**src/hw/serial_slave_defines.svh**
```systemverilog
// word width, memory depth, slave id width and frame start code
`ifndef SERIAL_SLAVE_DEFINES_SVH
`define SERIAL_SLAVE_DEFINES_SVH

// bits per memory word, also bits per serial data word
`define DATA_WIDTH 32

// number of words in the slave memory, kept a power of two
`define ADDR_DEPTH 2048

// width of the slave id field in the config frame
`define SLAVE_ID_WIDTH 2

// pattern that opens every config frame
`define START_CODE 3'b111

`endif

```
**src/hw/bus_frame_pkg.sv**
```systemverilog
// word, address, id and bit count types plus the config frame struct
`include "serial_slave_defines.svh"

package bus_frame_pkg;

    typedef logic [`DATA_WIDTH-1:0] data_t;

    typedef logic [$clog2(`ADDR_DEPTH)-1:0] addr_t;

    typedef logic [`SLAVE_ID_WIDTH-1:0] slave_id_t;

    // wide enough to hold DATA_WIDTH itself
    typedef logic [$clog2(`DATA_WIDTH):0] bit_count_t;

    typedef logic [$bits(`START_CODE)-1:0] start_t;

    // frame order, MSB sent first
    typedef struct packed {
        start_t    start;
        slave_id_t id;
        logic      rw;
        logic      burst;
        addr_t     addr;
    } bus_cmd_t;

endpackage

```
**src/hw/slave_ctrl_pkg.sv**
```systemverilog
// transfer FSM state enum and memory request struct
package slave_ctrl_pkg;

    typedef enum logic [1:0] {
        IDLE,
        WRITE,
        FETCH,
        SEND
    } ctrl_state_t;

    // single port request, rdata follows one cycle after a read
    typedef struct packed {
        logic                 en;
        logic                 we;
        bus_frame_pkg::addr_t addr;
        bus_frame_pkg::data_t wdata;
    } mem_req_t;

endpackage

```
**src/hw/transfer_ctrl.sv**
```systemverilog
// transfer_ctrl module: FSM for single and burst reads and writes
`timescale 1ns/1ps

module transfer_ctrl (
    input  logic                     clk,
    input  logic                     rstN,
    input  bus_frame_pkg::bus_cmd_t  cmd,
    input  logic                     cmd_valid,
    input  logic                     last,
    input  logic                     valid,
    input  bus_frame_pkg::data_t     word,
    input  logic                     word_done,
    input  bus_frame_pkg::data_t     rdata,
    input  logic                     word_sent,
    output logic                     busy,
    output logic                     ready,
    output logic                     accept,
    output logic                     load,
    output bus_frame_pkg::data_t     load_data,
    output slave_ctrl_pkg::mem_req_t mem_req
);
    import bus_frame_pkg::*;
    import slave_ctrl_pkg::*;

    ctrl_state_t state;
    addr_t       addr;
    addr_t       addr_next;
    logic        burst;
    logic        last_seen;
    logic        rd_pending;
    logic        write_more;
    logic        read_more;

    // address wraps at the memory depth
    assign addr_next = addr + 1'b1;

    // write word bits are all in before word_done
    assign write_more = burst && !last_seen;
    // a read word's final bit cycle still counts toward last
    assign read_more  = burst && !(last_seen || last);

    assign busy      = (state != IDLE);
    assign ready     = (state == WRITE) || (state == SEND);
    assign accept    = (state == WRITE) && valid;
    assign load      = (state == FETCH) && rd_pending;
    assign load_data = rdata;

    always_comb begin
        mem_req.en    = 1'b0;
        mem_req.we    = 1'b0;
        mem_req.addr  = addr;
        mem_req.wdata = word;
        case (state)
            WRITE: begin
                if (word_done) begin
                    mem_req.en = 1'b1;
                    mem_req.we = 1'b1;
                end
            end
            FETCH: begin
                mem_req.en = !rd_pending;
            end
            SEND: begin
                // prefetch under the final bit of the current word
                if (word_sent && read_more) begin
                    mem_req.en   = 1'b1;
                    mem_req.addr = addr_next;
                end
            end
            default: begin
            end
        endcase
    end

    always_ff @(posedge clk or negedge rstN) begin
        if (!rstN) begin
            state      <= IDLE;
            addr       <= '0;
            burst      <= 1'b0;
            last_seen  <= 1'b0;
            rd_pending <= 1'b0;
        end else begin
            case (state)
                IDLE: begin
                    if (cmd_valid) begin
                        addr       <= cmd.addr;
                        burst      <= cmd.burst;
                        last_seen  <= 1'b0;
                        rd_pending <= 1'b0;
                        state      <= cmd.rw ? WRITE : FETCH;
                    end
                end
                WRITE: begin
                    if (word_done) begin
                        // an accept here already belongs to the next word
                        last_seen <= accept && last;
                        if (write_more) begin
                            addr <= addr_next;
                        end else begin
                            state <= IDLE;
                        end
                    end else if (accept && last) begin
                        last_seen <= 1'b1;
                    end
                end
                FETCH: begin
                    // issue cycle, then load cycle
                    rd_pending <= !rd_pending;
                    if (rd_pending) begin
                        state <= SEND;
                    end
                end
                SEND: begin
                    if (word_sent) begin
                        last_seen <= 1'b0;
                        if (read_more) begin
                            addr       <= addr_next;
                            rd_pending <= 1'b1;
                            state      <= FETCH;
                        end else begin
                            state <= IDLE;
                        end
                    end else if (last) begin
                        last_seen <= 1'b1;
                    end
                end
                default: begin
                    state <= IDLE;
                end
            endcase
        end
    end

endmodule

```
**config.mk**
```make
export PLATFORM = sky130hd
export DESIGN_NAME = transfer_ctrl
export DESIGN_NICKNAME = d
export VERILOG_FILES = /design/src/hw/bus_frame_pkg.sv /design/src/hw/slave_ctrl_pkg.sv /design/src/hw/transfer_ctrl.sv
export VERILOG_INCLUDE_DIRS = /design/src /design/src/hw
export SDC_FILE = /design/constraint.sdc
export NUM_CORES = 1
export LEC_CHECK = 0
export ABC_CLOCK_PERIOD_IN_PS = 3160
export BUFFER_PORTS_ARGS = -buffer_cell sky130_fd_sc_hd__buf_2
export CORE_MARGIN = 3
export CORE_UTILIZATION = 30
export CTS_BUF_LIST = sky130_fd_sc_hd__clkbuf_2
export DETAILED_ROUTE_END_ITERATION = 7
export GPL_ROUTABILITY_DRIVEN = 0
export PLACE_DENSITY = 0.68
export RECOVER_POWER = 100
export SYNTH_ARGS = -nofsm -noshare
export SYNTH_HDL_FRONTEND = slang
export SYNTH_SLANG_ARGS = --single-unit
```
**constraint.sdc**
```tcl
create_clock -name clk -period 3.16 [get_ports clk]
set_input_delay 0.158 -clock clk [delete_from_list [all_inputs] [get_ports clk]]
set_output_delay 0.158 -clock clk [all_outputs]
set_load 0.05 [all_outputs]
```
# Yosys cells after proc, flatten, opt, wreduce, memory -nomap -nowiden
# Index checks and enable logic that the tools add are counted.
[word_totals]
ff_bits = 16
latch_bits = 0
ramBits = 0
mem_bits_ro = 0
inputBits = 89
output_inout_bits = 81
word_cells = 67
n_memories = 0
[classes]
n_addsub = 1
mul = 0
div = 0
order_cmp = 0
n_eq_ne = 12
shift = 0
muxes = 29
n_bitwise = 0
reduce_logical = 20
[op_table]
columns = ["op", "n"]
rows = [
  ["two-way mux 11 bit", 7],
  ["case mux 11 bit (3 select lines)", 1],
  ["two-way mux 2 bit", 8],
  ["inequality test 2 bit, second input constant", 7],
  ["adder 11 x 1 -> 11 bit, second input constant", 1],
  ["two-way mux 1 bit", 9],
  ["case mux 1 bit (3 select lines)", 3],
  ["case mux 2 bit (4 select lines)", 1],
  ["AND reduction 4 bit", 2],
  ["logical AND 1 bit", 6],
  ["AND reduction 6 bit", 1],
  ["nonzero test 3 bit", 2],
  ["AND reduction 5 bit", 1],
  ["equality test 2 bit, second input constant", 2],
  ["zero test 1 bit", 3],
  ["inequality test 3 x 2 -> 1 bit, second input constant", 1],
  ["inequality test 3 bit, second input constant", 1],
  ["equality test 2 x 1 -> 1 bit, second input constant", 1],
  ["zero test 2 bit", 1],
  ["logical OR 1 bit", 2],
  ["AND reduction 2 bit", 1],
  ["nonzero test 2 bit", 1],
]

# Depth between registers and ports, before layout
[logic_depth]
ltp_word = 6
ltp_mapped = 6
depth_no_buf = 5

# Worst setup path after synthesis
# Ideal clock, no wire load.
[synth_timing]
path_kind = "flip-flop to output port"
start = "register state[1]"
end = "output mem_req[44] in the netlist's numbering"
t_arrival_ps = 2458
t_required_ps = 3002
path_slack_ps = 544
stages_incl_launch_ff = 5
path_buffers = 2
path_cell_list = "dfrtp_1 -> clkbuf_1 -> clkbuf_1 -> nor3b_1 -> nand2b_1"
[synth_rtl]
columns = ["element", "line", "rtl"]
rows = [
  ["start, declared", "transfer_ctrl.sv:25", "ctrl_state_t state;"],
  ["start signal, assigned", "transfer_ctrl.sv:90", "state <= cmd.rw ? WRITE : FETCH;"],
  ["end, declared", "transfer_ctrl.sv:20", "output slave_ctrl_pkg::mem_req_t mem_req"],
]

==> load_flow_metrics.sql <==
INSERT INTO impl_metrics (metric_group, metric, value, unit) VALUES
('run_status', 'outcome', 'complete, no violations', ''),
('timing', 'maxSlewHeadroom', '0.389', ''),
('layout', 'proportion_of_layout_cells_with_a_drive_suffix_above_1', '0.194', ''),
('yosys', 'post_synth_instance_area', '0.00176', 'mm²'),
('critical_path', 'critPathMaxFanout', '6', ''),
('timing', 'tightest_slew', '0.916', 'ns'),
('hold_path', 'worstHoldPathCells', '2', ''),
('power', 'power_report.internal_total', '657', 'µW'),
('grt', 'first_pass_grt_wire_length', '5.71', 'mm'),
('layout', 'final_nets', '266', ''),
('critical_path', 'timing.setup.critical_path_class', 'reg2out', ''),
('detailed_routing', 'totalWireLength', '3.56', 'mm'),
('floorplan', 'area_of_the_die', '0.00684', 'mm²'),
('yosys', 'synth_ff_type', 'dfrtp_1', ''),
('clock_tree', 'cts.path.max_buffers', '2', ''),
('placement', 'dpl_worst_slack', '0.995', 'ns'),
('critical_path', 'crit_arrival', '2.57', 'ns'),
('layout', 'finalNonFillerCells', '247', ''),
('layout', 'fin_area', '0.00148', 'mm²'),
('timing', 'post_route_clock_period_utilization', '0.862', ''),
('yosys', 'synth_seq_area_share', '0.227', ''),
('timing', 'max_freq', '0.367', 'GHz'),
('timing', 'hold_viol', '0', ''),
('floorplan', 'die_width', '82.7', 'µm'),
('critical_path', 'ff2ff_path_depth', '6', ''),
('grt', 'antenna_found_initial', '0', ''),
('critical_path', 'reg_to_reg_setup_timing_slack', '0.62', 'ns'),
('timing', 'final.setup_skew', '0.0219', 'ns'),
('hold_path', 'hold_path.startpoint', 'cmd[11]', ''),
('placement', 'placed_area', '0.00150', 'mm²'),
('power', 'switching_share', '0.577', ''),
('clock_tree', 'clock_latency', '0.32', 'ns'),
('power', 'power.sequential.fraction', '0.281', ''),
('floorplan', 'die_h', '82.7', 'µm'),
('yosys', 'netlist.top_cell.by_area', 'buf_4', ''),
('placement', 'post-dp-hpwl', '2.60', 'mm'),
('yosys', 'ys_top_cells_by_area', 'buf_4, dfrtp_1, xnor2_1, nand2_1, nor3_1', ''),
('detailed_routing', 'via_count', '1225', ''),
('grt', 'grt_start_max_net_pins', '29', ''),
('yosys', 'synth.top_cell.area_share', '0.277', ''),
('clock_tree', 'cts_htree_levels', '1', ''),
('hold_path', 'whs_endpoint', 'burst', ''),
('power', 'p_switching', '895', 'µW'),
('critical_path', 'setup.worst_path.start', 'addr[1]', ''),
('timing', 'fin_crit', '2.73', 'ns'),
('timing', 'setup-violations-final', '0', ''),
('timing', 'timing.setup.tns', '0', 'ns'),
('timing', 'setup_repair_after_global_routing_missed_its_margin', 'no', ''),
('detailed_routing', 'route.detailed.drc', '0', ''),
('detailed_routing', 'detail_route.iter0.violations', '73', ''),
('clock_tree', 'tritoncts_num_sinks', '16', ''),
('grt', 'grt_pass1_vias', '1223', ''),
('yosys', 'mean_instance_size_in_the_synthesized_netlist', '8.48', 'µm²'),
('critical_path', 'worstReg2RegStart', 'state[0]', ''),
('power', 'power.static_leakage', '0.000628', 'µW'),
('hold_path', 'timing.hold.worst.class', 'in2reg', ''),
('detailed_routing', 'drtAntennaViolNets', '0', ''),
('power', 'clock_power_share', '0.065', ''),
('yosys', 'asyncSetResetFlopFracSynth', '1.00', ''),
('yosys', 'synth.yosys.warnings', '0', ''),
('yosys', 'synth_cell_type_count', '46', ''),
('flow_run', 'max_cap_viol_count', '0', ''),
('yosys', 'number_of_flip_flops_and_latches_in_the_synthesized_netlist', '16', ''),
('floorplan', 'core_outline_area', '0.00561', 'mm²'),
('clock_tree', 'postCtsSetupBuffers', '0', ''),
('layout', 'regArea', '400', 'µm²'),
('detailed_routing', 'detail_route.vias_per_cell', '4.96', ''),
('grt', 'leftover_overflow_at_the_end_of_global_routing', '0', ''),
('timing', 'timing.final.max_slew_violations', '0', ''),
('critical_path', 'crit-reg2reg-capture', 'addr[9]', ''),
('detailed_routing', 'router_iterations_before_antenna_repair', '4', '');
## cell type report
| cell class | instances | share of cell area |
|---|---|---|
| inverters | 5 | 0.0126 |
| clock buffers | 3 | 0.0101 |
| well taps | 72 | 0.0607 |
| repair buffers | 39 | 0.121 |
| clock inverters | 1 | 0.00253 |
| flip-flops and latches | 16 | 0.270 |
| multi-input cells | 111 | 0.523 |
## sequential cells by signal, summed over array words and instances (netlist names)
register and count:
addr 11, last_seen 1, rd_pending 1, state 2, burst 1
## power by group through the flow
stage	clock network [µW]	logic, µW	registers (µW)
finish	101	1020	436
global route	110	1110	453
floorplan	0	1140	370
CTS	103	1070	435
detailed placement	0	1070	440
global placement	0	1060	434
## per-layer routing
layer  vias to the layer above  GRT usage  wire (µm)  part of all wire
met1                       557      0.138       1640              0.46
met4                         0     0.0441         85             0.024
met3                        21     0.0282        305             0.086
met5                         -          0          0                 0
met2                        48      0.165       1540              0.43
li1                        599          -          -                 -
## per-stage QoR
step            util  power [µW]  hold slack [ns]
3_5_place_dp   0.268        1510            0.103
6_report       0.265        1550           0.0848
4_1_cts        0.273        1610           0.0895
3_3_place_gp   0.268        1490           0.0973
5_1_grt        0.265        1670           0.0713
2_1_floorplan      -        1510           -0.138
## how the worst max path moves through the flow
stage             endpoint  slack, ns  cells after the start
2_1_floorplan  mem_req[44]       0.54                      4
3_3_place_gp   mem_req[42]       1.05                      6
3_5_place_dp   mem_req[42]        1.0                      6
4_1_cts        mem_req[42]       0.61                      6
5_1_grt        mem_req[42]       0.28                      6
6_report       mem_req[42]       0.43                      6
## layout by cell type (no fill, tap or decap), types with 4 or more instances in the layout
master | Yosys | final
xnor2_1 | 9 | 9
nand2_1 | 16 | 16
nor3_1 | 10 | 13
o2111a_1 | 4 | 4
mux2_2 | 4 | 4
dfrtp_1 | 16 | 16
nor2_1 | 6 | 7
inv_1 | 5 | 5
o21ai_0 | 6 | 6
o32ai_1 | 5 | 5
buf_2 | 2 | 19
clkbuf_1 | 6 | 18
a21oi_1 | 3 | 4
## timing repair
action	4_1_cts	5_1_grt
endpoints found under the setup margin	0	0
resized for setup	0	0
hold buffers	1	0
hold endpoints to repair	16	0
## critical path, stage by stage (launching register included)
cell and delay (ns):
dfrtp_1 0.45, ha_1 0.24, nand3_1 0.24, nor4_1 0.51, nand2_1 0.13, xnor2_1 0.18
clkbuf_1 0.49
## cells by family (layout without fill, tap and decap cells)
| group | Yosys count | in the layout | synth area share |
|---|---|---|---|
| flops | 16 | 16 | 0.227 |
| fa+ha+maj | 1 | 1 | 0.00709 |
| buf+inv | 81 | 48 | 0.321 |
| simple gates | 59 | 59 | 0.198 |
| mux | 7 | 7 | 0.0454 |
| compound gates | 34 | 34 | 0.152 |
| xor+xnor | 10 | 10 | 0.0496 |
No activity file was read; power rests on OpenSTA's default activity.
