**src/hw/serial_slave_defines.svh**
```systemverilog
// word width, memory depth, slave id width and frame start code
`ifndef SERIAL_SLAVE_DEFINES_SVH
`define SERIAL_SLAVE_DEFINES_SVH

// bits per memory word, also bits per serial data word
`define DATA_WIDTH 32

// number of words in the slave memory, kept a power of two
`define ADDR_DEPTH 2048

// width of the slave id field in the config frame
`define SLAVE_ID_WIDTH 2

// pattern that opens every config frame
`define START_CODE 3'b111

`endif

```
**src/hw/bus_frame_pkg.sv**
```systemverilog
// word, address, id and bit count types plus the config frame struct
`include "serial_slave_defines.svh"

package bus_frame_pkg;

    typedef logic [`DATA_WIDTH-1:0] data_t;

    typedef logic [$clog2(`ADDR_DEPTH)-1:0] addr_t;

    typedef logic [`SLAVE_ID_WIDTH-1:0] slave_id_t;

    // wide enough to hold DATA_WIDTH itself
    typedef logic [$clog2(`DATA_WIDTH):0] bit_count_t;

    typedef logic [$bits(`START_CODE)-1:0] start_t;

    // frame order, MSB sent first
    typedef struct packed {
        start_t    start;
        slave_id_t id;
        logic      rw;
        logic      burst;
        addr_t     addr;
    } bus_cmd_t;

endpackage

```
**src/hw/write_deserializer.sv**
```systemverilog
// write_deserializer module: accepted wD bits collected into words
`timescale 1ns/1ps
`include "serial_slave_defines.svh"

module write_deserializer (
    input  logic                 clk,
    input  logic                 rstN,
    input  logic                 wD,
    input  logic                 accept,
    output bus_frame_pkg::data_t word,
    output logic                 word_done
);
    import bus_frame_pkg::*;

    bit_count_t bit_cnt;
    logic       final_bit;

    assign final_bit = accept && (bit_cnt == bit_count_t'(`DATA_WIDTH - 1));

    // MSB arrives first, so shift toward the top
    always_ff @(posedge clk) begin
        if (accept) begin
            word <= {word[`DATA_WIDTH-2:0], wD};
        end
    end

    always_ff @(posedge clk or negedge rstN) begin
        if (!rstN) begin
            bit_cnt   <= '0;
            word_done <= 1'b0;
        end else begin
            word_done <= final_bit;
            if (final_bit) begin
                bit_cnt <= '0;
            end else if (accept) begin
                bit_cnt <= bit_cnt + 1'b1;
            end
        end
    end

    // a word needs DATA_WIDTH accepts, so done never repeats
    a_done_single_pulse: assert property (
        @(posedge clk) disable iff (!rstN) word_done |=> !word_done
    );

endmodule

```
**config.mk**
```make
export PLATFORM = sky130hd
export DESIGN_NAME = write_deserializer
export DESIGN_NICKNAME = d
export VERILOG_FILES = /design/src/hw/bus_frame_pkg.sv /design/src/hw/write_deserializer.sv
export VERILOG_INCLUDE_DIRS = /design/src /design/src/hw
export SDC_FILE = /design/constraint.sdc
export NUM_CORES = 1
export LEC_CHECK = 0
export ABC_AREA = 1
export BUFFER_PORTS_ARGS = -buffer_cell sky130_fd_sc_hd__buf_2
export CORE_AREA = 8 8 59 61
export CTS_CLUSTER_SIZE = 8
export DETAILED_ROUTE_END_ITERATION = 12
export DIE_AREA = 0 0 67 69
export GPL_TIMING_DRIVEN = 0
export PLACE_DENSITY = 0.79
export SLEW_MARGIN = 20
export SYNTH_ARGS = -nofsm -noshare
export SYNTH_HDL_FRONTEND = slang
export SYNTH_SLANG_ARGS = --single-unit
export TNS_END_PERCENT = 1
```
**constraint.sdc**
```tcl
create_clock -name clk -period 3 [get_ports clk]
set_clock_uncertainty 0.05 [all_clocks]
set_input_delay 0.9 -clock clk [delete_from_list [all_inputs] [get_ports clk]]
set_output_delay 0.9 -clock clk [all_outputs]
set_load 0.05 [all_outputs]
```
# Word level (Yosys, flattened, before mapping)
# Cells that the tools add are included.
# totals
reg_bits,39
input_bits,4
out_inout_bits,33
word_cells,9
# classes
n_addsub,1
n_eq_ne,1
muxes,2
reduce_logical,2
# op_table
operator,n
6-bit two-way mux,2
6-bit by 1-bit adder with 6-bit output (second input constant),1
6-bit by 5-bit == test with 1-bit output (second input constant),1
2-bit nonzero test,1
1-bit logical AND,1

# Logic depth before layout (Yosys ltp)
# Gate-level depths: netlist of run 1.
# logic_depth
ltp_word,3
ltp_mapped,6
ltp_nobuf,6

# Worst setup path after synthesis of run 1
# No wires, ideal clock.
# synth_path
kind,register to output
from,reg word[0]
to,out word[0]
arrival_ns,0.612
required_ns,2.050
setup_slack_ns,1.438
path_stages_with_launch,1
path_buffers,0
path_cell_list,edfxtp_1
# synth_lines
element,line,text
from (decl),write_deserializer.sv:10,"output bus_frame_pkg::data_t word,"
from (signal assigned),write_deserializer.sv:23,"word <= {word[`DATA_WIDTH-2:0], wD};"
# No word-level cell between the ends.

# Worst setup path after layout of run 1
# layout_path
from,reg word[20]
to,out word[20]
# No word-level cell between the ends.

==> results.yml, run 1 <==
detailed_routing:
  ant_nets: 0
  drt_iter0_drc: 25
  vias: 735
  vias_per_cell: 5.00
  routed_wl_um: 2290
  drc: 0
  wl_per_cell_um: 15.6
  first_pass_iters: 4
cts:
  numCtsBuffers: 5
  cts_setup_buffers: 0
  htree_num_levels: 2
  root_buffer: "clkbuf_4"
  hold_buffers: 0
  cts_resized: 0
  cts.sinks: 39
  cts_tree: "done"
  clock_latency_ns: 0.34
  clk_pin_slew_ns: 0.11
  cts_buffer_depth: 2
min_path:
  min_path_type: "input port to async pin"
synthesis:
  synth_cell_types: 15
  synth.area.top_cells: "edfxtp_1, dfrtp_1, nand2_1"
  syn_inst: 72
  synth-compound-area-share_pct: 0.955
  synthMuxAreaShare_pct: 0.860
  synth_top_family_by_area: "simple AND/OR/NAND/NOR gates"
  syn_nets: 77
  synth_adder_area_share_pct: 0.955
  ys_seq_area_share_pct: 86.7
  yosysWarnings: 0
  yosys.area_share.xor_xnor_pct: 0.669
  synth_top_area_cell: "edfxtp_1"
  synth_top_area_share_pct: 73.4
  synth_area_um2: 1310
  syn_area_per_cell_um2: 18.2
  yosys.area_share.simple_pct: 8.12
  ys_ff_latch: 39
sta:
  relSlewSlack_pct: 49.0
  final-hold-violation-count: 0
  fmax_mhz: 514
  rsz0062_at_grt: "no"
  fin_crit_sh_pct: 64.8
  finalSetupViolations: 0
  min_period_ns: 1.94
  setup-tns-final_ns: 0
  drv_slew: 0
  worstMarginPinSlew_ns: 0.764
final_layout:
  area_growth_syn_to_layout_pct: 22.5
  layout_common_cells: "buf_2, edfxtp_1, nand2_1, dfrtp_1, inv_1"
  antenna_cells: 0
  mostFrequentLayoutCell: "buf_2"
  finalNetCount: 120
  drive_gt1_share_pct: 41.4
  final_cells: 147
  fin_area_um2: 1610
power_and_ir_drop:
  ir_drop_mv: 0.568
  powerDensity_nw_per_um2: 809
  power_leakage_nw: 0.687
grt:
  grt_pass1_wl_um: 3750
  grt-ovfl-total: 0
  grt_pass1_vias: 748
  top_usage_layer: "met2"
  grtUsageMet3_pct: 6.95
  antenna_found_initial: 0
  grt_max_degree: 38
  grtUsageTotal_pct: 11.0
  use_met2_pct: 14.6
  grtUsageMet1_pct: 13.3
flow_run:
  maxCapViolCount: 0
setup_path:
  timing.rr.start: "bit_cnt[0]"
  cp_max_fo: 2
  r2r_slack_ns: 1.79
  crit_buf_inv: 1
  critPathSlowestCell: "edfxtp_1"
  cp_top_family: "flip-flops"
  max_stage_delay_ns: 0.38
  r2r_end: "bit_cnt[3]"
  cp_cell_sequence: "buf_2"
  cp-start-kind: "flop"
  r2r_cells: 4
  required_ns: 2.05
  cp.arrival_ns: 0.99
  crit_type: "flop to output port"
  crit_path_end_kind: "output port"
place:
  place.gp.congestion: 0.696
  place_area_um2: 1530
  dp.cells: 139
  hpwlAfterDp_um: 1580
  io_buffers: 36
outcome:
  status: "finished clean"
die:
  core_um2: 2620
  die_h_um: 69
  start_util_pct: 50.1
  rows: 19
  dieArea_um2: 4620
  die_w_um: 67
  ios: 37
-- cell type report --
type                    instances  area (um2)
clock buffers                   5        37.5
flip-flops and latches         39        1140
inverters                       6        22.5
multi-input cells              27         151
repair buffers                 36         180
well taps                      31        38.8
fillers                       216        1010
clock inverters                 3        38.8
-- Yosys cell counts, drive strengths merged --
cell type,instances
nor3,1
o21ai,1
nand2,13
ha,1
nand3,3
mux2,1
dfrtp,7
nor2,4
nand3b,1
xor2,1
o21bai,1
edfxtp,32
inv,6
-- power breakdown --
part	switching (W)	internal, W
Combinational	0.000187	0.0000735
Sequential	0.0000494	0.000658
Clock	0.000160	0.000171
-- state kept, by name (all words and copies together) (netlist names) --
register and count:
word 32, bit_cnt 6, word_done 1
-- per-layer routing --
metal	wire length (um)	part of all wire, %
met5	0	0
met4	69	3.0
met3	296	13
met2	992	43
met1	927	41
-- stage by stage --
| step | setup slack, ns | hold WS [ns] | power, W | util, % |
|---|---|---|---|---|
| 3_3_place_gp | 0.838 | 0.380 | 0.000961 | 58.5 |
| 5_1_grt | 0.978 | 0.302 | 0.00137 | 61.4 |
| 4_1_cts | 1.03 | 0.306 | 0.00132 | 61.4 |
| 6_report | 1.06 | 0.321 | 0.00130 | 61.4 |
| 2_1_floorplan | 1.44 | 0.399 | 0.000909 | - |
| 3_5_place_dp | 0.777 | 0.380 | 0.000981 | 58.5 |
-- logic make-up after synthesis --
group / Yosys count
DFF: 39
adders and majority gates: 1
and+or+nand+nor: 22
AOI/OAI and AO/OA: 2
muxes: 1
xor gates and xnor gates: 1
buffers and inverters: 6
-- worst max path at each step --
stage,endpoint,startpoint,depth (start not counted),slack (ns)
2_1_floorplan,word[0],word[0],0,1.44
3_3_place_gp,bit_cnt[3],accept,6,0.84
3_5_place_dp,bit_cnt[3],accept,6,0.78
4_1_cts,word[22],word[22],1,1.03
5_1_grt,word[27],word[27],1,0.98
6_report,word[20],word[20],1,1.06
(Power assumes the default switching activity.)
==> inputs of run 2 (changes only) <==
--- a/config.mk
+++ b/config.mk
@@ -6,14 +6,14 @@
 export SDC_FILE = /design/constraint.sdc
 export NUM_CORES = 1
 export LEC_CHECK = 0
-export ABC_AREA = 1
+export ABC_AREA = 0
 export BUFFER_PORTS_ARGS = -buffer_cell sky130_fd_sc_hd__buf_2
-export CORE_AREA = 8 8 59 61
+export CORE_AREA = 8 8 60 62
 export CTS_CLUSTER_SIZE = 8
 export DETAILED_ROUTE_END_ITERATION = 12
-export DIE_AREA = 0 0 67 69
+export DIE_AREA = 0 0 68 70
 export GPL_TIMING_DRIVEN = 0
-export PLACE_DENSITY = 0.79
+export PLACE_DENSITY = 0.74
 export SLEW_MARGIN = 20
 export SYNTH_ARGS = -nofsm -noshare
 export SYNTH_HDL_FRONTEND = slang
==> constraint.sdc (replaced) <==
create_clock -name clk -period 1.8 [get_ports clk]
set_clock_uncertainty 0.05 [all_clocks]
set_input_delay 0.54 -clock clk [delete_from_list [all_inputs] [get_ports clk]]
set_output_delay 0.54 -clock clk [all_outputs]
set_load 0.05 [all_outputs]
==> run 2 against run 1 <==
  * Final cell count fell by 10%
  * Global-route usage shrank 1.6 points
  * Sequential power up 64%
  * Total power grew 67%
  * Hold slack improved by 0.0050 ns
  * Sequential cell count stayed put
  * First-iteration DRC count is 36% lower
  * Synthesized cell count is 22% lower
  * Critical path depth did not move
  * Clock-buffer cell count is 1 higher
  * Area after synthesis decreased by 3.9%
  * Utilization fell by 1.6 points
==> results.yml, run 2 <==
outcome:
  status: "finished clean"
cts:
  cts_buffer_depth: 2
  clk_pin_slew_ns: 0.11
  clock_latency_ns: 0.34
  cts_setup_buffers: 0
  root_buffer: "clkbuf_4"
  numCtsBuffers: 5
  htree_num_levels: 2
  cts_tree: "done"
  cts.sinks: 39
power_and_ir_drop:
  powerDensity_nw_per_um2: 1360
  ir_drop_mv: 0.809
  total_power_w: 0.00217
  power_leakage_nw: 0.649
setup_path:
  max_stage_delay_ns: 0.40
  cp-start-kind: "flop"
  cp_cell_sequence: "buf_2"
  cp.arrival_ns: 1.02
  crit_path_end_kind: "output port"
  r2r_slack_ns: 0.36
  critPathSlowestCell: "edfxtp_1"
  crit_type: "flop to output port"
  crit_buf_inv: 1
  required_ns: 1.21
  cp_top_family: "flip-flops"
  timing.rr.start: "bit_cnt[0]"
  cp_max_fo: 2
  crit_start: "word[23]"
sta:
  hold-worst-slack_ns: 0.326
  setup-tns-final_ns: 0
  finalSetupViolations: 0
  min_period_ns: 1.61
  fmax_mhz: 621
  final-hold-violation-count: 0
  drv_slew: 0
  worstMarginPinSlew_ns: 0.480
  rsz0062_at_grt: "no"
  fin_crit_sh_pct: 89.5
  relSlewSlack_pct: 68.0
min_path:
  min_path_type: "input port to flop"
  worstHoldStart: "wD"
final_layout:
  mostFrequentLayoutCell: "buf_2"
  layout_common_cells: "buf_2, edfxtp_1, dfrtp_1, clkbuf_4, nand2_1"
  fillers: 209
  area_growth_syn_to_layout_pct: 26.4
  drive_gt1_share_pct: 44.6
  largest_reg_flops: 32
  antenna_cells: 0
  fin_util_pct: 59.8
  largest_register: "word"
  reg.largest.list: "word (32), bit_cnt (6), word_done (1)"
  finalNetCount: 105
die:
  die_h_um: 70
  dieArea_um2: 4760
  core_um2: 2660
  ios: 37
  rows: 19
  die_w_um: 68
  start_util_pct: 47.3
grt:
  grt_pass1_vias: 653
  grtUsageTotal_pct: 9.38
  grt_max_degree: 39
  grt_pass1_wl_um: 3260
  grt-ovfl-total: 0
  antenna_found_initial: 0
detailed_routing:
  ant_nets: 0
  vias_per_cell: 4.90
  drt_iter0_drc: 16
  vias: 647
  first_pass_iters: 3
  wl_per_cell_um: 16.3
  drc: 0
  routed_wl_um: 2160
synthesis:
  synth-edff-count: 32
  syn_area_per_cell_um2: 22.5
  yosysWarnings: 0
  synth_area_um2: 1260
  async_reset_ff_share_pct: 17.9
  ys_seq_area_share_pct: 90.3
  post-synth-top-count-cell: "edfxtp_1"
  ys_ff_latch: 39
  syn_nets: 61
  syn_inst: 56
  synth_top_area_cell: "edfxtp_1"
  synth_cell_types: 15
  synthTopCellsByCount: "edfxtp_1, dfrtp_1, nand2_1"
  synth_top_area_share_pct: 76.3
  synth-main-ff-cell: "edfxtp_1"
  synth.area.top_cells: "edfxtp_1, dfrtp_1, xnor2_1"
flow_run:
  maxCapViolCount: 0
place:
  io_buffers: 36
  place.gp.congestion: 0.693
  hpwlAfterDp_um: 1450
[run 2: kinds of logic after synthesis]
family | count (synthesis) | synth area share (%)
mux | 1 | 0.895
flops | 39 | 90.3
compound gates | 2 | 0.795
simple gates | 10 | 4.97
xor+xnor | 3 | 2.09
fa+ha+maj | 1 | 0.994
[run 2: layout make-up]
type                            instances  area (um2)  area share (%)
Multi-Input combinational cell         17         123            7.70
Clock buffer                            6        41.3            2.59
Sequential cell                        39        1140            71.4
Tap cell                               31        38.8            2.44
Clock inverter                          2        60.1            3.77
Timing Repair Buffer                   37         193            12.1
[run 2: per-layer routing]
metal	part of all wire [%]	up-vias	routed length, um	GRT usage, %
met5	0	-	0	0
met4	2.6	0	57	6.15
met3	14	6	291	6.06
met2	40	32	856	12.1
met1	44	307	950	11.0
li1	-	302	-	-
[run 2: timing repair]
| action | 4_1_cts | 5_1_grt |
|---|---|---|
| setup endpoints to repair | 0 | 2 |
| hold endpoints to repair | 7 | 0 |
| hold buffers | 1 | 0 |
| gates resized for setup | 0 | 1 |
[run 2: path summary, 6_finish.rpt]
kind / to / cells past startpoint
hold reg to reg: word[11] / 0
setup / recovery: word[23] / 1
min in group asynchronous: bit_cnt[4] / 2
max in group asynchronous: word_done / 2
hold / removal: word[0] / 1
setup reg to reg: bit_cnt[0] / 4
[run 2: power by group]
part	total (W)	leakage, nW	switching, W	internal, W
Clock	0.000705	0.0525	0.000272	0.000434
Sequential	0.00116	0.400	0.0000745	0.00109
Combinational	0.000302	0.196	0.000215	0.0000871
[run 2: stage by stage]
| stage | instance area (um2) | std cells | setup WS [ns] |
|---|---|---|---|
| 3_5_place_dp | 1480 | 123 | -0.328 |
| 5_1_grt | 1590 | 132 | 0.141 |
| 2_1_floorplan | 1260 | 56 | 0.531 |
| 4_1_cts | 1590 | 132 | 0.0480 |
| 3_3_place_gp | 1480 | 123 | -0.302 |
| 6_report | 1590 | 132 | 0.190 |
