[config.mk]
export PLATFORM = sky130hd
export DESIGN_NAME = config_receiver
export DESIGN_NICKNAME = d
export VERILOG_FILES = /design/src/hw/bus_frame_pkg.sv /design/src/hw/config_receiver.sv
export VERILOG_INCLUDE_DIRS = /design/src /design/src/hw
export SDC_FILE = /design/constraint.sdc
export NUM_CORES = 1
export LEC_CHECK = 0
export ABC_AREA = 0
export ABC_CLOCK_PERIOD_IN_PS = 4090
export BUFFER_PORTS_ARGS = -buffer_cell sky130_fd_sc_hd__buf_2
export CORE_ASPECT_RATIO = 1.4
export CORE_MARGIN = 2
export CORE_UTILIZATION = 40
export CTS_CLUSTER_DIAMETER = 100
export DETAILED_ROUTE_END_ITERATION = 8
export MAX_ROUTING_LAYER = met4
export PLACE_DENSITY = 0.72
export SKIP_CTS_REPAIR_TIMING = 1
export SLEW_MARGIN = 10
export SYNTH_ARGS = -nofsm -noshare
export SYNTH_HDL_FRONTEND = slang
export SYNTH_SLANG_ARGS = --single-unit
export TNS_END_PERCENT = 100
[constraint.sdc]
create_clock -name clk -period 4.09 [get_ports clk]
set_clock_uncertainty 0.05 [all_clocks]
set_input_delay 0.6135 -clock clk [delete_from_list [all_inputs] [get_ports clk]]
set_output_delay 0.6135 -clock clk [all_outputs]
set_load 0.01 [all_outputs]
[src/hw/serial_slave_defines.svh]
// word width, memory depth, slave id width and frame start code
`ifndef SERIAL_SLAVE_DEFINES_SVH
`define SERIAL_SLAVE_DEFINES_SVH

// bits per memory word, also bits per serial data word
`define DATA_WIDTH 32

// number of words in the slave memory, kept a power of two
`define ADDR_DEPTH 2048

// width of the slave id field in the config frame
`define SLAVE_ID_WIDTH 2

// pattern that opens every config frame
`define START_CODE 3'b111

`endif

[src/hw/bus_frame_pkg.sv]
// word, address, id and bit count types plus the config frame struct
`include "serial_slave_defines.svh"

package bus_frame_pkg;

    typedef logic [`DATA_WIDTH-1:0] data_t;

    typedef logic [$clog2(`ADDR_DEPTH)-1:0] addr_t;

    typedef logic [`SLAVE_ID_WIDTH-1:0] slave_id_t;

    // wide enough to hold DATA_WIDTH itself
    typedef logic [$clog2(`DATA_WIDTH):0] bit_count_t;

    typedef logic [$bits(`START_CODE)-1:0] start_t;

    // frame order, MSB sent first
    typedef struct packed {
        start_t    start;
        slave_id_t id;
        logic      rw;
        logic      burst;
        addr_t     addr;
    } bus_cmd_t;

endpackage

[src/hw/config_receiver.sv]
// config_receiver module: config frame shift register and slave match
`timescale 1ns/1ps
`include "serial_slave_defines.svh"

module config_receiver #(
    parameter bus_frame_pkg::slave_id_t SLAVE_ID = 2'd1
) (
    input  logic                    clk,
    input  logic                    rstN,
    input  logic                    control,
    input  logic                    busy,
    output bus_frame_pkg::bus_cmd_t cmd,
    output logic                    cmd_valid
);
    import bus_frame_pkg::*;

    localparam int FRAME_BITS = $bits(bus_cmd_t);
    localparam int CNT_W = $clog2(FRAME_BITS);

    logic [FRAME_BITS-1:0] frame;
    logic [FRAME_BITS-1:0] frame_next;
    logic [CNT_W-1:0]      bit_cnt;
    logic                  receiving;
    logic                  frame_start;
    logic                  frame_end;
    bus_cmd_t              frame_cmd;

    // first high control bit in idle is the frame MSB
    assign frame_start = !receiving && !busy && !cmd_valid && control;
    assign frame_end   = receiving && (bit_cnt == CNT_W'(FRAME_BITS - 1));
    assign frame_next  = {frame[FRAME_BITS-2:0], control};
    assign frame_cmd   = bus_cmd_t'(frame_next);
    assign cmd         = bus_cmd_t'(frame);

    always_ff @(posedge clk) begin
        if (frame_start || receiving) begin
            frame <= frame_next;
        end
    end

    always_ff @(posedge clk or negedge rstN) begin
        if (!rstN) begin
            receiving <= 1'b0;
            bit_cnt   <= '0;
            cmd_valid <= 1'b0;
        end else begin
            cmd_valid <= 1'b0;
            if (frame_start) begin
                receiving <= 1'b1;
                bit_cnt   <= CNT_W'(1);
            end else if (receiving) begin
                bit_cnt <= bit_cnt + 1'b1;
                if (frame_end) begin
                    receiving <= 1'b0;
                    bit_cnt   <= '0;
                    // foreign or broken frames are dropped here
                    cmd_valid <= (frame_cmd.start == `START_CODE) &&
                                 (frame_cmd.id == SLAVE_ID);
                end
            end
        end
    end

    // the controller must still be idle when a command lands
    a_no_cmd_when_busy: assert property (
        @(posedge clk) disable iff (!rstN) cmd_valid |-> !busy
    );

endmodule

## After elaboration in Yosys (flattened, before gate mapping)

Index checks and enable logic that the tools add are counted.

- $add $sub $neg: 1
- Eq/ne operators: 3
- Mux-type cells: 9
- Reductions and logical operators: 10

Operators by type and width:

| kind | count |
|---|---|
| $mux W5 | 3 |
| $mux W1 | 6 |
| $add A5 B1 Y5 const B | 1 |
| $eq A5 B5 Y1 const B | 1 |
| $logic_and A1 B1 Y1 | 5 |
| $eq A3 B3 Y1 const B | 1 |
| $logic_not A1 Y1 | 3 |
| $eq A2 B1 Y1 const B | 1 |
| $reduce_bool A2 Y1 | 1 |
| $logic_or A1 B1 Y1 | 1 |

- Flip-flop bits (word level): 25
- Word-level logic and storage cells: 27

## Longest topological paths before layout

Gate-level depths: netlist (run 1).

- Depth in word-level cells: 5
- Mapped depth: 5

## Worst setup path after synthesis (run 1)

No wires, ideal clock.

- Path type: input-to-reg
- From: input port busy
- To: register frame[0], in the netlist cmd[0] (enable)
- Arrival: 1.306 ns
- Setup slack: 2.384 ns
- Stages: 2
- Buffers on the path: 0
- Path through: or3b_4 nand2b_2

- Word-level cells in the longest chain between the ends: 5

RTL lines:

| item | line | text |
|---|---|---|
| from (decl) | config_receiver.sv:11 | `input logic busy,` |
| $logic_not A1 Y1 | config_receiver.sv:29 | `assign frame_start = !receiving && !busy && !cmd_valid && control;` |
| $logic_and A1 B1 Y1 (3 in a row) | config_receiver.sv:29 |  |
| $logic_or A1 B1 Y1 | config_receiver.sv:36 | `if (frame_start \|\| receiving) begin` |
| to (signal assigned) | config_receiver.sv:37 | `frame <= frame_next;` |
| to (decl) | config_receiver.sv:20 | `logic [FRAME_BITS-1:0] frame;` |

No other way between the ends.
A chain may end at the register's enable or synchronous reset.

## Final worst setup path (run 1)

- From: register cmd_valid
- To: register frame[13], in the netlist cmd[13] (enable)

- Word-level cells in the longest chain between the ends: 4

RTL lines:

| item | line | text |
|---|---|---|
| from (decl) | config_receiver.sv:13 | `output logic cmd_valid` |
| from (signal assigned) | config_receiver.sv:57 | `` cmd_valid <= (frame_cmd.start == `START_CODE) && `` |
| $logic_not A1 Y1 | config_receiver.sv:29 |  |
| $logic_and A1 B1 Y1 (2 in a row) | config_receiver.sv:29 |  |
| $logic_or A1 B1 Y1 | config_receiver.sv:36 |  |

No other way between the ends.

==> results of run 1 <==
## cell families after synthesis
kind of cell,after synthesis,share of synthesized area
flops,25,0.784
simple gates,11,0.0959
compound gates,10,0.0753
buf+inv,4,0.0178
fa+ha+maj,2,0.0274
## critical path: stages, from the launching register on
cell,delay [ns]
sky130_fd_sc_hd__dfrtp_1,0.42
sky130_fd_sc_hd__or3b_4,0.40
sky130_fd_sc_hd__nand2b_2,0.38
## metrics by stage
step                area (sq um)  utilization  setup slack (ns)
floorplan                    913            -              2.38
global placement            1050        0.480              2.19
detailed placement          1050        0.480              2.16
CTS                         1080        0.494              2.49
global route                1080        0.494              2.44
finish                      1080        0.494              2.50
## path summary, 6_finish.rpt
path / to / slack [ns] / cells past startpoint
worst min-delay path: receiving$_DFF_PN0_ / 0.07 / 1
worst max-delay path: cmd[13]$_DFFE_PP_ / 2.50 / 2
max in group asynchronous: bit_cnt[3]$_DFFE_PN0P_ / 3.77 / 1
worst min register to register: cmd[11]$_DFFE_PP_ / 0.42 / 0
min in group clk: cmd[11]$_DFFE_PP_ / 0.42 / 0
worst max register to register: cmd[13]$_DFFE_PP_ / 2.50 / 2
## placed cells by master, fill, tap and decap left out
cell type,synthesis,final
sky130_fd_sc_hd__buf_2,1,22
sky130_fd_sc_hd__edfxtp_1,18,18
sky130_fd_sc_hd__dfrtp_1,7,7
sky130_fd_sc_hd__nand3_1,4,4
sky130_fd_sc_hd__inv_1,3,3
sky130_fd_sc_hd__a31oi_1,3,3
sky130_fd_sc_hd__clkbuf_4,0,3
sky130_fd_sc_hd__a41oi_1,2,2
sky130_fd_sc_hd__ha_1,2,2
sky130_fd_sc_hd__or3b_4,1,1
sky130_fd_sc_hd__nand2b_2,1,1
sky130_fd_sc_hd__nand4bb_4,1,1
sky130_fd_sc_hd__nand2_1,1,1
sky130_fd_sc_hd__o21ai_0,1,1
sky130_fd_sc_hd__nand4_1,1,1
sky130_fd_sc_hd__nor4_1,1,1
sky130_fd_sc_hd__nor2_1,1,1
sky130_fd_sc_hd__a311oi_1,1,1
sky130_fd_sc_hd__o22ai_1,1,1
sky130_fd_sc_hd__a21oi_1,1,1
sky130_fd_sc_hd__o21bai_1,1,1
sky130_fd_sc_hd__clkinvlp_4,0,1
## layout make-up
| cell class | count | area share |
|---|---|---|
| Sequential cell | 25 | 0.665 |
| Multi-Input combinational cell | 23 | 0.169 |
| Timing Repair Buffer | 22 | 0.102 |
| Tap cell | 22 | 0.0256 |
| Clock buffer | 3 | 0.0209 |
| Inverter | 3 | 0.0105 |
| Clock inverter | 1 | 0.00698 |
## power by group
part	internal, mW	switching (mW)
registers	0.431	0.0940
clock network	0.0372	0.0688
logic	0.113	0.140
## metal layers
metal / up-vias / track usage
li1: 255 / -
met1: 267 / 0.152
met2: 14 / 0.158
met3: 2 / 0.0268
met4: 0 / 0.0649
met5: - / -
## sequential cells by signal, summed over array words and instances, names as in the netlist
name	cells
bit_cnt	5
cmd	18
cmd_valid	1
receiving	1
==> results_tabular.tex, run 1 <==
\begin{tabular}{lr}
\hline
Metric & Value \\
\hline
\multicolumn{2}{l}{\textbf{Power and ir drop}} \\
Maximum vdd drop & about 0.00037 V \\
Total power density per cell area & 821 nW/um\^{}2 \\
LEAKAGE & around 0.45 nW \\
Total power of the final layout & 0.884 mW \\
\multicolumn{2}{l}{\textbf{Cells and area}} \\
Filler Cell Count & 189 \\
Area used by multi-input combinational logic & 181 sq um \\
Antenna diode count & 0 \\
Layout-stage area growth over the synthesis result & 17.8\% \\
Storage cell area & 716 sq um \\
Share of post-route cells with drive strength above 1 & 0.377 \\
Non-filler instance count after layout & 99 \\
Number of nets in the layout & 84 \\
\multicolumn{2}{l}{\textbf{Synthesis}} \\
Largest cells by area after synthesis & sky130\_fd\_sc\_hd\_\_edfxtp\_1, sky130\_fd\_sc\_hd\_\_dfrtp\_1, sky130\_fd\_sc\_hd\_\_nand4bb\_4 \\
Flop and latch count out of synthesis & 25 \\
Cell Area, Synth & between 900 and 1000 sq um \\
Async set or reset register ratio after synthesis & 0.280 \\
Main synth FF type & sky130\_fd\_sc\_hd\_\_edfxtp\_1 \\
Fraction of the yosys area taken by sequential cells & 0.784 \\
Number of warnings reported in the yosys synthesis log & 0 \\
Post-synth EDFFs & 18 \\
Top cell type's share of synthesized area & 0.592 \\
Post-synthesis area per instance & roughly 18 sq um \\
Commonest cells in the netlist & sky130\_fd\_sc\_hd\_\_edfxtp\_1, sky130\_fd\_sc\_hd\_\_dfrtp\_1, sky130\_fd\_sc\_hd\_\_nand3\_1, sky130\_fd\_sc\_hd\_\_a31oi\_1, sky130\_fd\_sc\_hd\_\_inv\_1 \\
Most used standard cell by instance count after synthesis & sky130\_fd\_sc\_hd\_\_edfxtp\_1 \\
Net count after synthesis & slightly below 60 \\
Post-synth top area cell & sky130\_fd\_sc\_hd\_\_edfxtp\_1 \\
Number of distinct library cell variants in the gate-level netlist after synthesis & 20 \\
Synthesized instance count & 52 \\
\multicolumn{2}{l}{\textbf{Detailed routing}} \\
Total met2 wirelength after detailed routing & around 670 microns \\
Metal1 wirelength & 676 microns \\
Total wire length after detailed routing & 1430 microns \\
Routed length per placed instance & $\sim$14 microns \\
1st-pass router iterations & 3 \\
Mean number of vias per cell & 5.43 \\
Via count & between 500 and 600 \\
Count of routing violations after the opening detailed-route iteration & 4 \\
Top routing layer in use & met4 \\
DRC violations left & 0 \\
Post-route ant nets & 0 \\
Met3 Wirelength & between 50 and 60 microns \\
\multicolumn{2}{l}{\textbf{Placement}} \\
I/O Buffers & 22 \\
Cell total after placement & 95 \\
Global placement routability congestion & approximately 0.84 \\
\multicolumn{2}{l}{\textbf{Floorplan}} \\
Initial core utilization & 0.420 \\
Core Footprint & between 2000 and 2500 sq um \\
Die Ht & between 60 and 70 microns \\
Standard-cell rows & 20 \\
Width of the die & 44.4 microns \\
Count of pins on the block boundary & 23 \\
Die Outline Area & approximately 2700 sq um \\
\multicolumn{2}{l}{\textbf{STA}} \\
Slew at the pin closest to its max-slew limit & between 0.4 and 0.5 ns \\
Hold\_ws & about 0.065 ns \\
Max transition margin & 0.676 \\
Sum of negative setup slack & 0 ns \\
Final setup vio count & 0 \\
Setup repair after global routing missed its margin & no \\
Final number of hold-violating endpoints & 0 \\
Final Max Slew Viols & 0 \\
Fmax & $\sim$630 MHz \\
Final critical-path required period & approximately 1.6 ns \\
Period utilization & 0.388 \\
\multicolumn{2}{l}{\textbf{Global routing}} \\
Vias in the first global route & 468 \\
All-layer global routing usage & 0.113 \\
Total gr overflow & 0 \\
Initial antenna violation count & 0 \\
Pin count of the biggest net entering global routing & 22 \\
First-pass GRT wire length & approximately 2100 microns \\
\multicolumn{2}{l}{\textbf{Critical path}} \\
Source of the worst register-to-register timing path & cmd\_valid\$\_DFF\_PN0\_ \\
Critical path data required time & 4.00 ns \\
Data arrival at the endpoint of the critical path & 1.50 ns \\
Crit start category & flop \\
Path type of the worst setup path & reg2reg \\
Worst-path maximum fanout & 21 \\
Critical path startpoint & cmd\_valid\$\_DFF\_PN0\_ \\
Critical Path End Type & flop \\
\multicolumn{2}{l}{\textbf{CTS}} \\
Number of levels the H-tree was split into & 1 \\
\# clock sinks & 25 \\
Clock slew seen by the registers of the worst setup and hold paths & about 0.13 ns \\
CTS tree & done \\
Deepest clock path buffer count & 2 \\
Cell at the root of the clock tree & sky130\_fd\_sc\_hd\_\_clkbuf\_4 \\
Source-to-sink clock delay at the later pin of the worst-skew pair & 0.30 ns \\
CTS Buf Count & 3 \\
\multicolumn{2}{l}{\textbf{Min path}} \\
Type of the most critical hold path & in2async \\
\multicolumn{2}{l}{\textbf{Run}} \\
Max Cap Viol & 0 \\
\multicolumn{2}{l}{\textbf{Outcome}} \\
Status & finished clean \\
\hline
\end{tabular}
Note: power is estimated with default switching activity, not from simulation.
==> run 2: changes to the inputs <==
Settings changed: ABC_CLOCK_PERIOD_IN_PS 4090 to 1300, PLACE_DENSITY 0.72 to 0.74.
Clock period 4.09 ns to 1.3 ns, I/O delays scaled along.
==> results_tabular.tex, run 2 (synthesized netlist as in run 1, its figures left out) <==
\begin{tabular}{lr}
\hline
Metric & Value \\
\hline
\multicolumn{2}{l}{\textbf{Power and ir drop}} \\
Total power of the final layout & 3.00 mW (+240\%) \\
Maximum vdd drop & 0.00134 V (+260\%) \\
LEAKAGE & 0.514 nW (+15\%) \\
Total power density per cell area & 2510 nW/um\^{}2 (+210\%) \\
\multicolumn{2}{l}{\textbf{Floorplan}} \\
Core Footprint & 2180 sq um (unchanged) \\
Count of pins on the block boundary & 23 (unchanged) \\
Width of the die & 44.4 microns (unchanged) \\
Initial core utilization & 0.420 (unchanged) \\
Die Ht & 60.5 microns (unchanged) \\
Die Outline Area & 2690 sq um (unchanged) \\
Standard-cell rows & 20 (unchanged) \\
\multicolumn{2}{l}{\textbf{STA}} \\
Max transition margin & 0.812 (+0.136) \\
Slew at the pin closest to its max-slew limit & 0.282 ns (-0.204 ns) \\
Final critical-path required period & 1.33 ns (-0.254 ns) \\
Post-route setup slack & -0.0337 ns (-2.54 ns) \\
Setup repair after global routing missed its margin & yes \\
Final number of hold-violating endpoints & 0 (unchanged) \\
Hold\_ws & 0.165 ns (+0.0999 ns) \\
Fmax & 750 MHz (+19\%) \\
Period utilization & 1.03 (+0.638) \\
Final setup vio count & 18 (+18) \\
Final Max Slew Viols & 0 (unchanged) \\
\multicolumn{2}{l}{\textbf{Run}} \\
Max Cap Viol & 0 (unchanged) \\
\multicolumn{2}{l}{\textbf{Placement}} \\
Global placement routability congestion & 0.865 (+3.3\%) \\
I/O Buffers & 22 (unchanged) \\
Area after DPL & 1090 sq um (+4.1\%) \\
HPWL Detailed & 1040 microns \\
Cell total after placement & 100 (+5.3\%) \\
\multicolumn{2}{l}{\textbf{Global routing}} \\
Vias in the first global route & 490 (+4.7\%) \\
First-pass GRT wire length & 2210 microns (+5.3\%) \\
Initial antenna violation count & 0 (unchanged) \\
Total gr overflow & 0 (unchanged) \\
Pin count of the biggest net entering global routing & 22 (unchanged) \\
All-layer global routing usage & 0.121 (+0.00740) \\
\multicolumn{2}{l}{\textbf{CTS}} \\
Clock slew seen by the registers of the worst setup and hold paths & 0.13 ns (about the same) \\
Deepest clock path buffer count & 2 (unchanged) \\
Cell at the root of the clock tree & sky130\_fd\_sc\_hd\_\_clkbuf\_4 \\
Number of levels the H-tree was split into & 1 (unchanged) \\
Source-to-sink clock delay at the later pin of the worst-skew pair & 0.32 ns (+0.02 ns) \\
CTS tree & done \\
\# clock sinks & 25 (unchanged) \\
CTS Buf Count & 3 (unchanged) \\
\multicolumn{2}{l}{\textbf{Detailed routing}} \\
DRC violations left & 0 (unchanged) \\
Count of routing violations after the opening detailed-route iteration & 6 (+2) \\
Via count & 589 (+9.5\%) \\
Mean number of vias per cell & 5.40 (-0.56\%) \\
1st-pass router iterations & 4 (+1) \\
Routed length per placed instance & 13.9 microns (-3.1\%) \\
Total wire length after detailed routing & 1520 microns (+6.7\%) \\
Post-route ant nets & 0 (unchanged) \\
\multicolumn{2}{l}{\textbf{Critical path}} \\
Critical path data required time & 1.30 ns (-2.70 ns) \\
Critical Path End Type & flop \\
Crit start category & flop \\
Source of the worst register-to-register timing path & cmd\_valid\$\_DFF\_PN0\_ \\
Path type of the worst setup path & reg2reg \\
Reg2Reg Depth & 2 (unchanged) \\
Data arrival at the endpoint of the critical path & 1.33 ns (-0.17 ns) \\
Worst R2R End & cmd[8]\$\_DFFE\_PP\_ \\
Worst-path maximum fanout & 7 (-67\%) \\
Reg-to-reg setup timing slack & -0.03 ns (-2.54 ns) \\
\multicolumn{2}{l}{\textbf{Cells and area}} \\
Commonest cells after routing, fill and taps aside & sky130\_fd\_sc\_hd\_\_buf\_2, sky130\_fd\_sc\_hd\_\_edfxtp\_1, sky130\_fd\_sc\_hd\_\_dfrtp\_1 \\
Layout-stage area growth over the synthesis result & 30.8\% \\
Share of post-route cells with drive strength above 1 & 0.460 (+0.0831) \\
Commonest non-fill, non-tap cell in the layout & sky130\_fd\_sc\_hd\_\_buf\_2 \\
Number of nets in the layout & 94 (+12\%) \\
Final design area excluding fillers & 1190 sq um (+11\%) \\
Largest register FFs & 18 (unchanged) \\
Antenna diode count & 0 (unchanged) \\
Non-filler instance count after layout & 109 (+10\%) \\
\multicolumn{2}{l}{\textbf{Outcome}} \\
Violations in the final reports & setup timing \\
Status & finished, violations left \\
\multicolumn{2}{l}{\textbf{Min path}} \\
Type of the most critical hold path & in2async \\
\hline
\end{tabular}
-- run 2: cell types whose count changed in the layout (fill, tap and decap cells not counted) --
| cell | previous run | this run |
|---|---|---|
| sky130_fd_sc_hd__nand2_2 | 0 | 1 |
| sky130_fd_sc_hd__nor4_1 | 1 | 0 |
| sky130_fd_sc_hd__ha_1 | 2 | 1 |
| sky130_fd_sc_hd__nor4_4 | 0 | 1 |
| sky130_fd_sc_hd__nand2_1 | 1 | 0 |
| sky130_fd_sc_hd__ha_2 | 0 | 1 |
| sky130_fd_sc_hd__dlygate4sd3_1 | 0 | 2 |
| sky130_fd_sc_hd__nand2b_4 | 0 | 3 |
| sky130_fd_sc_hd__buf_4 | 0 | 5 |
-- run 2: worst max-delay path: stages, from the launching register on --
cell                       delay, ns
sky130_fd_sc_hd__dfrtp_1        0.40
sky130_fd_sc_hd__or3b_4         0.46
sky130_fd_sc_hd__nand2b_2       0.16
-- run 2: per-stage QoR --
stage	util	worst slack [ns]	setup TNS [ns]
after detailed placement	0.500	-0.0962	-1.81
final	0.549	-0.0337	-0.375
after global routing	0.549	-0.0567	-0.897
after global placement	0.500	-0.0716	-1.29
after floorplan	-	-0.0742	-1.34
after CTS	0.514	-0.121	-2.22
-- run 2: final cells by class --
cell class,instances,area (sq um)
Tap cell,22,27.5
Sequential cell,25,716
Timing Repair Buffer,29,168
Clock inverter,1,7.51
Inverter,3,11.3
Fill cell,177,982
Multi-Input combinational cell,26,243
Clock buffer,3,22.5
-- run 2: report_power, final --
group / switching (mW) / leakage [nW] / internal [mW] / total, mW
clock network: 0.224 / 0.0139 / 0.118 / 0.341
registers: 0.249 / 0.270 / 1.35 / 1.60
logic: 0.548 / 0.231 / 0.508 / 1.06
-- run 2: worst max path at each step --
stage,startpoint,end,cells past startpoint
6_report,cmd_valid$_DFF_PN0_,cmd[8]$_DFFE_PP_,2
2_1_floorplan,cmd_valid$_DFF_PN0_,cmd[0]$_DFFE_PP_,2
3_3_place_gp,cmd_valid$_DFF_PN0_,cmd[7]$_DFFE_PP_,2
5_1_grt,cmd_valid$_DFF_PN0_,cmd[7]$_DFFE_PP_,2
3_5_place_dp,cmd_valid$_DFF_PN0_,cmd[15]$_DFFE_PP_,2
4_1_cts,cmd_valid$_DFF_PN0_,cmd[15]$_DFFE_PP_,2
-- run 2: routing by layer --
metal / routed length, microns / up-vias / GRT usage
met1: 715 / 278 / 0.165
li1: - / 276 / -
met5: 0 / - / -
met2: 682 / 30 / 0.158
met3: 88 / 5 / 0.0298
met4: 32 / 0 / 0.0823
